**config.mk**
```make
export PLATFORM = sky130hd
export DESIGN_NAME = decodeStage
export DESIGN_NICKNAME = d
export VERILOG_FILES = /design/src/verilog/mipsIsaPkg.sv /design/src/verilog/decodeCtrlPkg.sv /design/src/verilog/regReadIf.sv /design/src/verilog/instrDecoder.sv /design/src/verilog/registerFile.sv /design/src/verilog/branchResolver.sv /design/src/verilog/decodeStage.sv
export SDC_FILE = /design/constraint.sdc
export NUM_CORES = 2
export LEC_CHECK = 0
export BUFFER_PORTS_ARGS = -buffer_cell sky130_fd_sc_hd__buf_2
export CORE_UTILIZATION = 40
export CTS_CLUSTER_DIAMETER = 60
export DETAILED_ROUTE_END_ITERATION = 12
export PLACE_DENSITY = 0.6
export SYNTH_ARGS = -nofsm -noshare
export SYNTH_HDL_FRONTEND = slang
export SYNTH_SLANG_ARGS = --single-unit
```
**constraint.sdc**
```tcl
create_clock -name CLK -period 23.1 [get_ports CLK]
set_input_delay 6.93 -clock CLK [delete_from_list [all_inputs] [get_ports CLK]]
set_output_delay 6.93 -clock CLK [all_outputs]
set_load 0.05 [all_outputs]
```
**src/verilog/mipsIsaPkg.sv**
```systemverilog
// MIPS32 instruction set constants
// field widths, opcodes, function codes and fixed registers
package mipsIsaPkg;

	localparam int dataWidth = 32;
	localparam int regAddrWidth = 5;
	localparam int numRegs = 32;
	localparam int opWidth = 6;
	localparam int fnWidth = 6;
	localparam int shamtWidth = 5;
	localparam int immWidth = 16;
	localparam int targetWidth = 26;	// J/JAL word index

	typedef logic [dataWidth-1:0] word_t;
	typedef logic [regAddrWidth-1:0] regAddr_t;

	// --------------------
	// primary opcodes
	localparam logic [opWidth-1:0] opSpecial = 6'b000000;
	localparam logic [opWidth-1:0] opRegimm = 6'b000001;
	localparam logic [opWidth-1:0] opJ = 6'b000010;
	localparam logic [opWidth-1:0] opJal = 6'b000011;
	localparam logic [opWidth-1:0] opBeq = 6'b000100;
	localparam logic [opWidth-1:0] opBne = 6'b000101;
	localparam logic [opWidth-1:0] opBlez = 6'b000110;
	localparam logic [opWidth-1:0] opBgtz = 6'b000111;
	localparam logic [opWidth-1:0] opAddi = 6'b001000;
	localparam logic [opWidth-1:0] opAddiu = 6'b001001;
	localparam logic [opWidth-1:0] opSlti = 6'b001010;
	localparam logic [opWidth-1:0] opSltiu = 6'b001011;
	localparam logic [opWidth-1:0] opAndi = 6'b001100;
	localparam logic [opWidth-1:0] opOri = 6'b001101;
	localparam logic [opWidth-1:0] opXori = 6'b001110;
	localparam logic [opWidth-1:0] opLui = 6'b001111;
	localparam logic [opWidth-1:0] opLb = 6'b100000;
	localparam logic [opWidth-1:0] opLh = 6'b100001;
	localparam logic [opWidth-1:0] opLw = 6'b100011;
	localparam logic [opWidth-1:0] opLbu = 6'b100100;
	localparam logic [opWidth-1:0] opLhu = 6'b100101;
	localparam logic [opWidth-1:0] opSb = 6'b101000;
	localparam logic [opWidth-1:0] opSh = 6'b101001;
	localparam logic [opWidth-1:0] opSw = 6'b101011;

	// --------------------
	// SPECIAL function field
	localparam logic [fnWidth-1:0] fnSll = 6'b000000;
	localparam logic [fnWidth-1:0] fnSrl = 6'b000010;
	localparam logic [fnWidth-1:0] fnSra = 6'b000011;
	localparam logic [fnWidth-1:0] fnSllv = 6'b000100;
	localparam logic [fnWidth-1:0] fnSrlv = 6'b000110;
	localparam logic [fnWidth-1:0] fnSrav = 6'b000111;
	localparam logic [fnWidth-1:0] fnJr = 6'b001000;
	localparam logic [fnWidth-1:0] fnJalr = 6'b001001;
	localparam logic [fnWidth-1:0] fnSyscall = 6'b001100;
	localparam logic [fnWidth-1:0] fnAdd = 6'b100000;
	localparam logic [fnWidth-1:0] fnAddu = 6'b100001;
	localparam logic [fnWidth-1:0] fnSub = 6'b100010;
	localparam logic [fnWidth-1:0] fnSubu = 6'b100011;
	localparam logic [fnWidth-1:0] fnAnd = 6'b100100;
	localparam logic [fnWidth-1:0] fnOr = 6'b100101;
	localparam logic [fnWidth-1:0] fnXor = 6'b100110;
	localparam logic [fnWidth-1:0] fnNor = 6'b100111;
	localparam logic [fnWidth-1:0] fnSlt = 6'b101010;
	localparam logic [fnWidth-1:0] fnSltu = 6'b101011;

	// REGIMM selectors in the rt field
	localparam regAddr_t rtBltz = 5'b00000;
	localparam regAddr_t rtBgez = 5'b00001;

	localparam regAddr_t linkReg = 5'd31;	// return address
	localparam regAddr_t resultReg = 5'd2;	// function result, v0
	localparam word_t linkOffset = 32'd4;

endpackage

```
**src/verilog/decodeCtrlPkg.sv**
```systemverilog
// decode stage control types
// ALU operations, branch and jump kinds, and the decoded control word
package decodeCtrlPkg;

	import mipsIsaPkg::*;

	// ALU op travels in a field as wide as the function code
	typedef enum logic [fnWidth-1:0] {
		aluNop = 6'd0,
		aluAdd = 6'd1,
		aluAddu = 6'd2,
		aluSub = 6'd3,
		aluSubu = 6'd4,
		aluAnd = 6'd5,
		aluOr = 6'd6,
		aluXor = 6'd7,
		aluNor = 6'd8,
		aluSlt = 6'd9,
		aluSltu = 6'd10,
		aluSll = 6'd11,
		aluSrl = 6'd12,
		aluSra = 6'd13,
		aluSllv = 6'd14,
		aluSrlv = 6'd15,
		aluSrav = 6'd16,
		aluLui = 6'd17
	} aluOp_t;

	typedef enum logic [2:0] {
		brNone,
		brEq,
		brNe,
		brLez,
		brGtz,
		brLtz,
		brGez
	} branchKind_t;

	typedef enum logic [1:0] {
		jmpNone,
		jmpImm,	// target field of J/JAL
		jmpReg	// JR/JALR, target in rs
	} jumpKind_t;

	typedef struct packed {
		logic link;	// writes pc+4 to the return register
		logic regDst;	// destination from rd
		logic aluSrc;	// operand B is the immediate
		logic signExt;
		logic memRead;
		logic memWrite;
		logic memToReg;
		logic regWrite;
		logic sysCall;
		logic illegal;
		branchKind_t branch;
		jumpKind_t jump;
		aluOp_t aluOp;
	} decodeCtrl_t;

	localparam decodeCtrl_t ctrlNone = '0;	// every control inactive

endpackage

```
**src/verilog/regReadIf.sv**
```systemverilog
// register file read bus
// two source reads plus the always visible result register
`timescale 1ns/1ns

interface regReadIf import mipsIsaPkg::*; ();

	regAddr_t rsAddr;
	regAddr_t rtAddr;
	word_t rsData;
	word_t rtData;
	word_t r2Value;	// register 2, no address needed

	modport stage (
		output rsAddr,
		output rtAddr,
		input rsData,
		input rtData,
		input r2Value
	);

	modport regs (
		input rsAddr,
		input rtAddr,
		output rsData,
		output rtData,
		output r2Value
	);

endinterface

```
**src/verilog/instrDecoder.sv**
```systemverilog
// instruction decoder
// opcode, function and REGIMM fields into one control word
`timescale 1ns/1ns

module instrDecoder import mipsIsaPkg::*, decodeCtrlPkg::*; (
	input word_t instr,
	output decodeCtrl_t ctrl
);

	logic [opWidth-1:0] opcode;
	logic [fnWidth-1:0] fn;
	regAddr_t rtField;

	assign opcode = instr[dataWidth-1 -: opWidth];
	assign fn = instr[fnWidth-1:0];
	assign rtField = instr[20:16];

	// --------------------
	// control word builders
	function automatic decodeCtrl_t rType(aluOp_t op);
		decodeCtrl_t c;
		c = ctrlNone;
		c.regDst = 1'b1;
		c.regWrite = 1'b1;
		c.aluOp = op;
		return c;
	endfunction

	function automatic decodeCtrl_t immOp(aluOp_t op, logic sx);
		decodeCtrl_t c;
		c = ctrlNone;
		c.aluSrc = 1'b1;
		c.regWrite = 1'b1;
		c.signExt = sx;
		c.aluOp = op;
		return c;
	endfunction

	// address is always base plus signed offset
	function automatic decodeCtrl_t memOp(logic isLoad);
		decodeCtrl_t c;
		c = ctrlNone;
		c.aluSrc = 1'b1;
		c.signExt = 1'b1;
		c.aluOp = aluAdd;
		c.memRead = isLoad;
		c.memToReg = isLoad;
		c.regWrite = isLoad;
		c.memWrite = !isLoad;
		return c;
	endfunction

	function automatic decodeCtrl_t branchOp(branchKind_t kind);
		decodeCtrl_t c;
		c = ctrlNone;
		c.branch = kind;
		return c;
	endfunction

	// pc+4 goes down the pipe as an add
	function automatic decodeCtrl_t jumpOp(jumpKind_t kind, logic doLink);
		decodeCtrl_t c;
		c = ctrlNone;
		c.jump = kind;
		c.link = doLink;
		c.regWrite = doLink;
		c.aluOp = doLink ? aluAdd : aluNop;
		return c;
	endfunction

	// --------------------
	always_comb begin
		ctrl = ctrlNone;
		case (opcode)
			opSpecial: begin
				case (fn)
					fnSll: ctrl = rType(aluSll);
					fnSrl: ctrl = rType(aluSrl);
					fnSra: ctrl = rType(aluSra);
					fnSllv: ctrl = rType(aluSllv);
					fnSrlv: ctrl = rType(aluSrlv);
					fnSrav: ctrl = rType(aluSrav);
					fnAdd: ctrl = rType(aluAdd);
					fnAddu: ctrl = rType(aluAddu);
					fnSub: ctrl = rType(aluSub);
					fnSubu: ctrl = rType(aluSubu);
					fnAnd: ctrl = rType(aluAnd);
					fnOr: ctrl = rType(aluOr);
					fnXor: ctrl = rType(aluXor);
					fnNor: ctrl = rType(aluNor);
					fnSlt: ctrl = rType(aluSlt);
					fnSltu: ctrl = rType(aluSltu);
					fnJr: ctrl = jumpOp(jmpReg, 1'b0);
					fnJalr: ctrl = jumpOp(jmpReg, 1'b1);
					fnSyscall: begin
						ctrl.sysCall = 1'b1;
						ctrl.aluOp = aluAdd;	// r2 passes through to EX
					end
					default: ctrl.illegal = 1'b1;
				endcase
			end
			opRegimm: begin
				case (rtField)
					rtBltz: ctrl = branchOp(brLtz);
					rtBgez: ctrl = branchOp(brGez);
					default: ctrl.illegal = 1'b1;
				endcase
			end
			opJ: ctrl = jumpOp(jmpImm, 1'b0);
			opJal: ctrl = jumpOp(jmpImm, 1'b1);
			opBeq: ctrl = branchOp(brEq);
			opBne: ctrl = branchOp(brNe);
			opBlez: ctrl = branchOp(brLez);
			opBgtz: ctrl = branchOp(brGtz);
			opAddi: ctrl = immOp(aluAdd, 1'b1);
			opAddiu: ctrl = immOp(aluAddu, 1'b1);
			opSlti: ctrl = immOp(aluSlt, 1'b1);
			opSltiu: ctrl = immOp(aluSltu, 1'b1);
			opAndi: ctrl = immOp(aluAnd, 1'b0);	// logical ops zero-extend
			opOri: ctrl = immOp(aluOr, 1'b0);
			opXori: ctrl = immOp(aluXor, 1'b0);
			opLui: ctrl = immOp(aluLui, 1'b0);
			opLb, opLh, opLw, opLbu, opLhu: ctrl = memOp(1'b1);
			opSb, opSh, opSw: ctrl = memOp(1'b0);
			default: ctrl.illegal = 1'b1;
		endcase
	end

	// no entry of the table both reads and writes memory
	memAccessExcl: assert final (!(ctrl.memRead && ctrl.memWrite))
		else $error("decoder set memRead and memWrite together");

endmodule

```
**src/verilog/registerFile.sv**
```systemverilog
// general purpose register file, 32 x 32
// one write port, two addressed reads and a fixed read of register 2
`timescale 1ns/1ns

module registerFile import mipsIsaPkg::*; (
	input logic CLK,
	regReadIf.regs rd,
	input logic wbEnable,
	input regAddr_t wbAddr,
	input word_t wbData
);

	word_t regs [numRegs];

	// --------------------
	// write at the edge, so a same-cycle read sees the old word
	always_ff @(posedge CLK) begin
		if (wbEnable && (wbAddr != '0)) begin
			regs[wbAddr] <= wbData;
		end
	end

	// --------------------
	// combinational reads, $zero hardwired
	assign rd.rsData = (rd.rsAddr == '0) ? '0 : regs[rd.rsAddr];
	assign rd.rtData = (rd.rtAddr == '0) ? '0 : regs[rd.rtAddr];
	assign rd.r2Value = regs[resultReg];	// function result register

	// writeback must name a real register whenever it fires
	wbAddrKnown: assert property (@(posedge CLK) wbEnable |-> !$isunknown(wbAddr))
		else $error("writeback enabled with unknown address %h", wbAddr);

endmodule

```
**src/verilog/branchResolver.sv**
```systemverilog
// branch and jump resolution
// evaluates the branch condition and picks the next fetch address
`timescale 1ns/1ns

module branchResolver import mipsIsaPkg::*, decodeCtrlPkg::*; (
	input decodeCtrl_t ctrl,
	input word_t instr,
	input word_t pc,	// already incremented
	input word_t rsData,
	input word_t rtData,
	output logic takenBranch,
	output word_t nextPc
);

	logic signed [dataWidth-1:0] rsSigned;
	logic condMet;
	word_t branchOffset;
	word_t branchTarget;
	word_t jumpTarget;

	assign rsSigned = rsData;

	// --------------------
	// targets
	assign branchOffset = {{(dataWidth-immWidth-2){instr[immWidth-1]}},
		instr[immWidth-1:0], 2'b00};	// word offset, sign-extended
	assign branchTarget = pc + branchOffset;
	assign jumpTarget = {pc[dataWidth-1 -: 4], instr[targetWidth-1:0], 2'b00};	// same 256MB region

	// --------------------
	// condition, compares against zero are signed
	always_comb begin
		case (ctrl.branch)
			brEq: condMet = (rsData == rtData);
			brNe: condMet = (rsData != rtData);
			brLez: condMet = (rsSigned <= 0);
			brGtz: condMet = (rsSigned > 0);
			brLtz: condMet = (rsSigned < 0);
			brGez: condMet = (rsSigned >= 0);
			default: condMet = 1'b0;
		endcase
	end

	assign takenBranch = condMet || (ctrl.jump != jmpNone);

	always_comb begin
		case (ctrl.jump)
			jmpImm: nextPc = jumpTarget;
			jmpReg: nextPc = rsData;
			default: nextPc = condMet ? branchTarget : pc;	// fall through keeps pc+4
		endcase
	end

endmodule

```
**src/verilog/decodeStage.sv**
```systemverilog
// MIPS instruction decode stage
// decode, register read, branch resolution and the ID/EX register
`timescale 1ns/1ns

module decodeStage import mipsIsaPkg::*, decodeCtrlPkg::*; (
	input logic CLK,
	input logic RESET,
	input logic FREEZE,
	input logic BUBBLE,
	input word_t instr,
	input word_t pc,
	input word_t r2Input,
	input logic wbEnable,
	input regAddr_t wbAddr,
	input word_t wbData,
	output word_t exOpA,
	output word_t exOpB,
	output word_t exRtData,
	output regAddr_t exWriteReg,
	output regAddr_t exRsAddr,
	output regAddr_t exRtAddr,
	output logic [shamtWidth-1:0] exShamt,
	output word_t exImm,
	output aluOp_t exAluOp,
	output logic exAluSrc,
	output logic exMemRead,
	output logic exMemWrite,
	output logic exMemToReg,
	output logic exDoWriteback,
	output logic exTakenBranch,
	output logic sysCall,
	output logic illegalInstr,
	output word_t nextPc,
	output logic takenBranch,
	output word_t r2Value
);

	typedef struct packed {
		word_t opA;
		word_t opB;
		word_t rtData;
		regAddr_t writeReg;
		regAddr_t rsAddr;
		regAddr_t rtAddr;
		logic [shamtWidth-1:0] shamt;
		word_t imm;
		aluOp_t aluOp;
		logic aluSrc;
		logic memRead;
		logic memWrite;
		logic memToReg;
		logic doWriteback;
		logic takenBranch;
		logic sysCall;
		logic illegal;
	} idEx_t;

	decodeCtrl_t ctrl;
	idEx_t idExNext;
	idEx_t idEx;
	regAddr_t rsField;
	regAddr_t rtField;
	regAddr_t rdField;
	logic rsUnused;
	logic rtUnused;

	regReadIf rdBus();

	assign rsField = instr[25:21];
	assign rtField = instr[20:16];
	assign rdField = instr[15:11];

	assign rdBus.rsAddr = rsField;
	assign rdBus.rtAddr = rtField;
	assign r2Value = rdBus.r2Value;

	instrDecoder u0 (
		.instr(instr),
		.ctrl(ctrl)
	);

	registerFile u1 (
		.CLK(CLK),
		.rd(rdBus.regs),
		.wbEnable(wbEnable),
		.wbAddr(wbAddr),
		.wbData(wbData)
	);

	branchResolver u2 (
		.ctrl(ctrl),
		.instr(instr),
		.pc(pc),
		.rsData(rdBus.rsData),
		.rtData(rdBus.rtData),
		.takenBranch(takenBranch),
		.nextPc(nextPc)
	);

	// --------------------
	// source addresses EX never reads go forward as $zero
	assign rsUnused = ctrl.link || ctrl.sysCall || ctrl.illegal || (ctrl.jump == jmpImm);
	assign rtUnused = ctrl.aluSrc || ctrl.link || ctrl.sysCall || ctrl.illegal
		|| (ctrl.jump != jmpNone) || (ctrl.branch inside {brLez, brGtz, brLtz, brGez});

	always_comb begin
		idExNext.opA = ctrl.link ? pc : (ctrl.sysCall ? r2Input : rdBus.rsData);
		idExNext.opB = ctrl.link ? linkOffset : (ctrl.sysCall ? '0 : rdBus.rtData);
		idExNext.rtData = rdBus.rtData;	// store data
		if (ctrl.regDst)
			idExNext.writeReg = rdField;
		else if (ctrl.link)
			idExNext.writeReg = linkReg;
		else if (ctrl.sysCall || ctrl.illegal)
			idExNext.writeReg = '0;
		else
			idExNext.writeReg = rtField;
		idExNext.rsAddr = rsUnused ? '0 : rsField;
		idExNext.rtAddr = rtUnused ? '0 : rtField;
		idExNext.shamt = instr[10:6];
		idExNext.imm = ctrl.signExt
			? {{(dataWidth-immWidth){instr[immWidth-1]}}, instr[immWidth-1:0]}
			: {{(dataWidth-immWidth){1'b0}}, instr[immWidth-1:0]};
		idExNext.aluOp = ctrl.aluOp;
		idExNext.aluSrc = ctrl.aluSrc;
		idExNext.memRead = ctrl.memRead;
		idExNext.memWrite = ctrl.memWrite;
		idExNext.memToReg = ctrl.memToReg;
		idExNext.doWriteback = ctrl.regWrite || ctrl.memToReg;
		idExNext.takenBranch = takenBranch;
		idExNext.sysCall = ctrl.sysCall;
		idExNext.illegal = ctrl.illegal;
	end

	// --------------------
	// ID/EX register, bubble beats freeze
	always_ff @(posedge CLK or negedge RESET) begin
		if (!RESET) begin
			idEx <= '0;
		end else if (BUBBLE) begin
			idEx <= '0;
		end else if (!FREEZE) begin
			idEx <= idExNext;
		end
	end

	assign exOpA = idEx.opA;
	assign exOpB = idEx.opB;
	assign exRtData = idEx.rtData;
	assign exWriteReg = idEx.writeReg;
	assign exRsAddr = idEx.rsAddr;
	assign exRtAddr = idEx.rtAddr;
	assign exShamt = idEx.shamt;
	assign exImm = idEx.imm;
	assign exAluOp = idEx.aluOp;
	assign exAluSrc = idEx.aluSrc;
	assign exMemRead = idEx.memRead;
	assign exMemWrite = idEx.memWrite;
	assign exMemToReg = idEx.memToReg;
	assign exDoWriteback = idEx.doWriteback;
	assign exTakenBranch = idEx.takenBranch;
	assign sysCall = idEx.sysCall;
	assign illegalInstr = idEx.illegal;

	// an illegal word must reach EX as a harmless no-op
	illegalIsNop: assert property (@(posedge CLK) disable iff (!RESET)
		illegalInstr |-> (exAluOp == aluNop) && !(exAluSrc || exMemRead || exMemWrite
			|| exMemToReg || exDoWriteback || exTakenBranch || sysCall))
		else $error("illegal instruction left active controls in ID/EX");

endmodule

```
* After elaboration in Yosys (flattened, before gate mapping)
Memories as Yosys holds them, arrays and structs flattened. Cells that the tools add are included.
Operators by class: reduce and logical (&&, ||, !) cells 30, equal/unequal tests 53, magnitude comparators 4, $add $sub $neg 1, muxes and demuxes 29
Operator list (number):
- $mux 162 | 2
- $mux 32 | 8
- $pmux 11 s16 | 1
- $eq 6x6->1 const B | 18
- $pmux 5 s16 | 1
- $eq 6x4->1 const B | 11
- $pmux 32 s2 | 1
- $pmux 9 s6 | 1
- $eq 6x3->1 const B | 7
- $add 32x32->32 | 1
- $eq 32x32->1 | 1
- $ge 32x1->1 const B | 1
- $gt 32x1->1 const B | 1
- $le 32x1->1 const B | 1
- $lt 32x1->1 const B | 1
- $ne 32x32->1 | 1
- $mux 5 | 5
- $eq 6x2->1 const B | 4
- $pmux 11 s2 | 1
- $reduce_or 22->1 | 1
- $reduce_or 19->1 | 1
- $pmux 8 s2 | 1
- $reduce_or 16->1 | 1
- $logic_not 6->1 | 2
- other kinds (23) | 44
Storage, ports and cells: register bits 162, memory bits (writable) 1024, output and inout bits 227, memories 1, word-level logic and storage cells 135
Memory list:
- u1.regs | depth 32, bits a word 32, rd ports 3, clocked after Yosys merged registers in 0, write ports 1, RTL line registerFile.sv:13 | word_t regs [numRegs];

* Depth between registers and ports, before layout
depth in word-level cells 12, gate-level depth with buffers 19, depth with buffers taken out 15

* Modules after synthesis
From an unflattened synthesis, not the netlist that was laid out.
Second synthesis, totals: cell total of the unflattened synthesis 3500, area, all modules 57094.8 um2
By module, submodules not included:
- registerFile | cells each 2400, instances 1, area an instance 46970.0 um2
- decodeStage | cells each 550, instances 1, area an instance 6408.6 um2
- branchResolver | cells each 437, instances 1, area an instance 3061.7 um2
- instrDecoder | cells each 113, instances 1, area an instance 654.4 um2

* Least setup slack after synthesis
OpenSTA, ideal clock, no wires.
kind in2out, start input port instr[22], end output port nextPc[19], cell stages on the path 14, required time 16.170 ns, setup slack 4.931 ns, data arrival time 11.239 ns, cells stage by stage buf_2 -> clkbuf_1 -> clkbuf_1 -> mux4_2 -> a2111o_1 -> nand3_1 -> nand4_1 -> nor4_1 -> a31oi_1 -> mux2_4 -> o31a_1 -> or2_1 -> mux2i_1 -> o21ai_0
On the way: cells in the longest elaborated chain, start to end 6, elaborated cells on any way between the ends 12, classes of those cells 4 x order compare; 2 x eq/ne; 4 x mux; 1 x reduce/logical; 1 x memory
RTL lines:
- start, declared | RTL line decodeStage.sv:10 | input word_t instr,
- $mem_v2 32x32 / $logic_not 5->1 (equally long branches)
- $mux 32 * | RTL line registerFile.sv:25 | assign rd.rsData = (rd.rsAddr == '0) ? '0 : regs[rd.rsAddr];
- $ge 32x1->1 (tied with other cells) | RTL line branchResolver.sv:39 | brGez: condMet = (rsSigned >= 0);
- $pmux 1 s6 | RTL line branchResolver.sv:33 | case (ctrl.branch)
- $mux 32 | RTL line branchResolver.sv:50 | default: nextPc = condMet ? branchTarget : pc;
- $pmux 32 s2 * | RTL line branchResolver.sv:47 | case (ctrl.jump)
- end, declared | RTL line decodeStage.sv:33 | output word_t nextPc,
Every way passes the cells marked *; elsewhere a longest branch is shown, timed or not.

* Worst setup path after layout
start input port instr[23], end output port nextPc[25]
On the way: cells in the longest elaborated chain, start to end 6, elaborated cells on any way between the ends 12, classes of those cells 4 x order compare; 2 x eq/ne; 4 x mux; 1 x reduce/logical; 1 x memory
RTL lines (RTL line):
- $mem_v2 32x32 / $logic_not 5->1 (equally long branches)
- $mux 32 | registerFile.sv:25
- $ge 32x1->1 (tied with other cells) | branchResolver.sv:39
- $pmux 1 s6 | branchResolver.sv:33
- $mux 32 | branchResolver.sv:50
- $pmux 32 s2 * | branchResolver.sv:47
Marks and branches as above.

==> summary.md <==
| Metric | Value |
|---|---|
| Antenna violations before repair | 12 |
| Max FO, Critical Path | 35 |
| RSZ-0062 raised after global routing | no |
| # IOs | between 300 and 400 |
| Dominant synthesized flop cell | edfxtp_1 |
| Status | finished, final reports clean |
| Die Y | 378 um |
| Buffers added on ports | 363 |
| Startpoint class of the critical path | primary input |
| Routed wire length | a little over 200000 um |
| Cell area after synthesis | around 57000 um2 |
| Tcrit/Tclk final | about 87% |
| GRT overflow | 0 |
| Path depth of the worst reg2reg path | 12 |
| Sequential share of the synthesized area | about 61% |
| Number of flops mapped to enable cells by yosys | ~1000 |
| Register bit total from synthesis | 1164 |
| Relative slew slack | around 16% |
| Clk buf depth | 3 |
| Final hold viol count | 0 |
| Routed Antenna Nets | 0 |
| Share of layout cells above drive strength 1 | approximately 29% |
| Core Area | 140000 um2 |
| CP Class | in -> out |
| Gpl congestion | 0.894 |
| CTS tree | yes |
| Max Freq | between 40 and 50 MHz |
| Detailed Place HPWL | around 130000 um |
| Area growth syn-to-layout | 14.3% |
| Overall global routing resource usage | 28.2% |
| Syn Area/Cell | 16.2 um2 |
| Site Rows | around 140 |
| CTS Hold Bufs | 0 |
| Final setup fails | 0 |
| Starting density of the core | a little over 40% |
| Hold endpoint | exOpB[16] |
| Period minus WS final | between 20 and 25 ns |
| WL/cell | ~35 um |
| Cts repair resizes | 0 |
| DRC Markers | 0 |
| Setup repair bufs after CTS | 0 |
| Slew @ Worst Pin | approximately 1.3 ns |
| Reg2Reg Setup Slack | about 18 ns |
| Worst Min Path Start | exOpB[16] |
| Worst VDD drop | approximately 0.000085 V |
| Vias in the first global route | around 37000 |
| Global-route wire length before repair | ~280000 um |
| CTS buffer count | approximately 130 |
| Skew-Pair Late Insertion Delay | around 0.77 ns |
| Clock tree root driver cell | clkbuf_16 |
| Worst setup EP type | output port |
| Number of DRC markers in iteration 0 | 4734 |
| Fin nets | 4015 |
| Max Cap Viol | 0 |
| Sink Count | 1164 |
| Number of distinct library cells after synthesis | 82 |
| Critical Path RT | around 16 ns |
| Power per cell area | 78.2 nW/um2 |
| LEAKAGE | roughly 0.023 uW |
| Vias per cell | approximately 6.5 |
| Post-Syn Instances | approximately 3500 |
| Vias | around 38000 |
| DRT Pass-1 Iters | 9 |
| Clock transition at path regs | approximately 0.05 ns |
| Pins Over Slew Limit | 0 |
| Setup TNS | 0 ns |
| Die X-Extent | about 380 um |
| Fill count | 12100 |
| Clock skew | 0.0255 ns |
| CP Data Arrival Time | 13.27 ns |
| Reg2Reg Launch Point | u1.regs[12][9] |
| Largest net degree at the start of global routing | 139 |
| Reg2reg end | exTakenBranch |
| Worst Hold Path Cells | 2 |
| Min Hold Slack | between 0.4 and 0.5 ns |
| Die area | about 140000 um2 |
| Ys async rst share | about 12% |
| Hold Crit Class | reg -> reg |
| Syn. warnings | 0 |
| Max H-tree Level | 4 |
[cell type report]
cell class                      instances  area (um2)  share of cell area [%]
Antenna cell                            4        10.0                  0.0155
Clock buffer                          178        3610                    5.59
Clock inverter                         61         578                   0.895
Inverter                               26        97.6                   0.151
Multi-Input combinational cell       2050       21000                    32.4
Sequential cell                      1164       34300                    53.0
Tap cell                             1876        2350                    3.63
Timing Repair Buffer                  469        2750                    4.25
[worst max-delay path, stage by stage]
cell and delay [ns]:
buf_2 0.57, and2_4 0.82, buf_4 0.69, a22o_1 0.29, a211o_1 0.16, nand3_1 0.40, xnor2_1 0.30, nand2_1 0.07
nor4_1 0.94, a21oi_1 0.30, o31a_1 0.42, nor2_4 0.39, mux2i_1 0.15, o21ai_0 0.40, buf_2 0.35
[where the power goes]
group          switching (uW)  total, uW  internal (uW)
Clock                     869       2050           1180
Sequential               24.6       2360           2330
Combinational             436        641            205
[cells in the final DEF (no fill, tap or decap), drive strengths merged, types with 36 or more instances in the layout]
cell type / synthesis / final
xnor2: 36 / 36
a21oi: 121 / 121
mux2i: 302 / 302
buf: 139 / 469
nand3: 59 / 59
clkbuf: 150 / 178
clkinv: 0 / 39
nor2: 201 / 201
edfxtp: 1024 / 1024
dfrtp: 140 / 140
a211o: 40 / 40
mux4: 398 / 398
o21ai: 109 / 109
a22o: 101 / 101
o221ai: 54 / 54
nand2: 108 / 108
a22oi: 142 / 142
a221oi: 37 / 37
[Yosys cell counts, types with 6 or more instances]
master	count	share of area (%)
nor2_1	199	1.3
a22oi_1	141	1.9
a21oi_1	119	1.1
clkbuf_1	150	1.0
and3_1	8	0.089
o22ai_1	6	0.066
xor2_1	21	0.33
ha_1	32	0.71
a221oi_1	37	0.57
a311o_1	8	0.14
nand2b_1	12	0.13
nor2b_1	17	0.19
inv_1	26	0.17
buf_4	41	0.54
nand4_1	14	0.15
a221o_1	10	0.18
nor4_1	12	0.13
a31o_2	7	0.11
buf_1	17	0.11
o211ai_1	6	0.080
mux4_2	398	16
a211oi_1	10	0.13
buf_6	40	0.80
buf_8	6	0.16
and2_1	12	0.13
o21ai_0	100	0.89
o221ai_1	54	0.84
or2_2	6	0.066
mux2i_1	302	5.3
dfrtp_1	140	6.2
o21ai_1	9	0.080
nand3_1	59	0.52
a211o_1	40	0.62
a31oi_1	23	0.25
or3_1	8	0.089
xnor2_1	36	0.56
edfxtp_1	1024	54
a22o_1	101	1.6
a21o_1	12	0.16
buf_2	35	0.31
nand3b_1	12	0.16
nor3_1	13	0.12
nand2_1	108	0.72
[how the worst max path moves through the flow]
stage | startpoint | end | slack [ns]
2_1_floorplan | instr[22] | nextPc[19] | 4.93
3_3_place_gp | instr[23] | nextPc[26] | 3.10
3_5_place_dp | instr[23] | nextPc[26] | 3.07
4_1_cts | instr[23] | nextPc[26] | 3.04
5_1_grt | instr[16] | nextPc[26] | 2.80
6_report | instr[23] | nextPc[25] | 2.90
[per-stage QoR]
| step | power, uW | worst slack, ns | instances | util, % | cell area (um2) |
|---|---|---|---|---|---|
| after detailed placement | 3030 | 3.07 | 5585 | 43.2 | 60400 |
| after floorplan | 2790 | 4.93 | 3529 | - | 56600 |
| after CTS | 5070 | 3.04 | 5824 | 46.2 | 64600 |
| after global placement | 3030 | 3.10 | 5585 | 43.2 | 60400 |
| final | 5050 | 2.90 | 5828 | 46.2 | 64600 |
| after global routing | 5180 | 2.80 | 5825 | 46.2 | 64600 |
[cells by family after synthesis]
family,after synthesis,share of synthesized area (%)
flops,1164,60.6
simple gates,499,4.13
mux,704,21.3
other cells,1,0.00663
fa+ha+maj,33,0.744
xor+xnor,57,0.883
compound gates,724,9.25
buf+inv,315,3.09
[registers in the layout (all words and copies together), names as in the netlist]
register	flops
u1.regs	1024
exOpA	32
exOpB	32
exRtData	32
exImm	13
exAluOp	5
exRsAddr	5
exRtAddr	5
exWriteReg	5
exShamt	4
exAluSrc	1
exDoWriteback	1
exMemRead	1
exMemWrite	1
exTakenBranch	1
illegalInstr	1
sysCall	1
[layer usage]
metal	GRT usage [%]	share of wire (%)
met2	44.4	46
met5	0	0.033
met4	13.9	5.3
met1	36.4	37
met3	7.25	11
No activity file was read; power rests on OpenSTA's default activity.
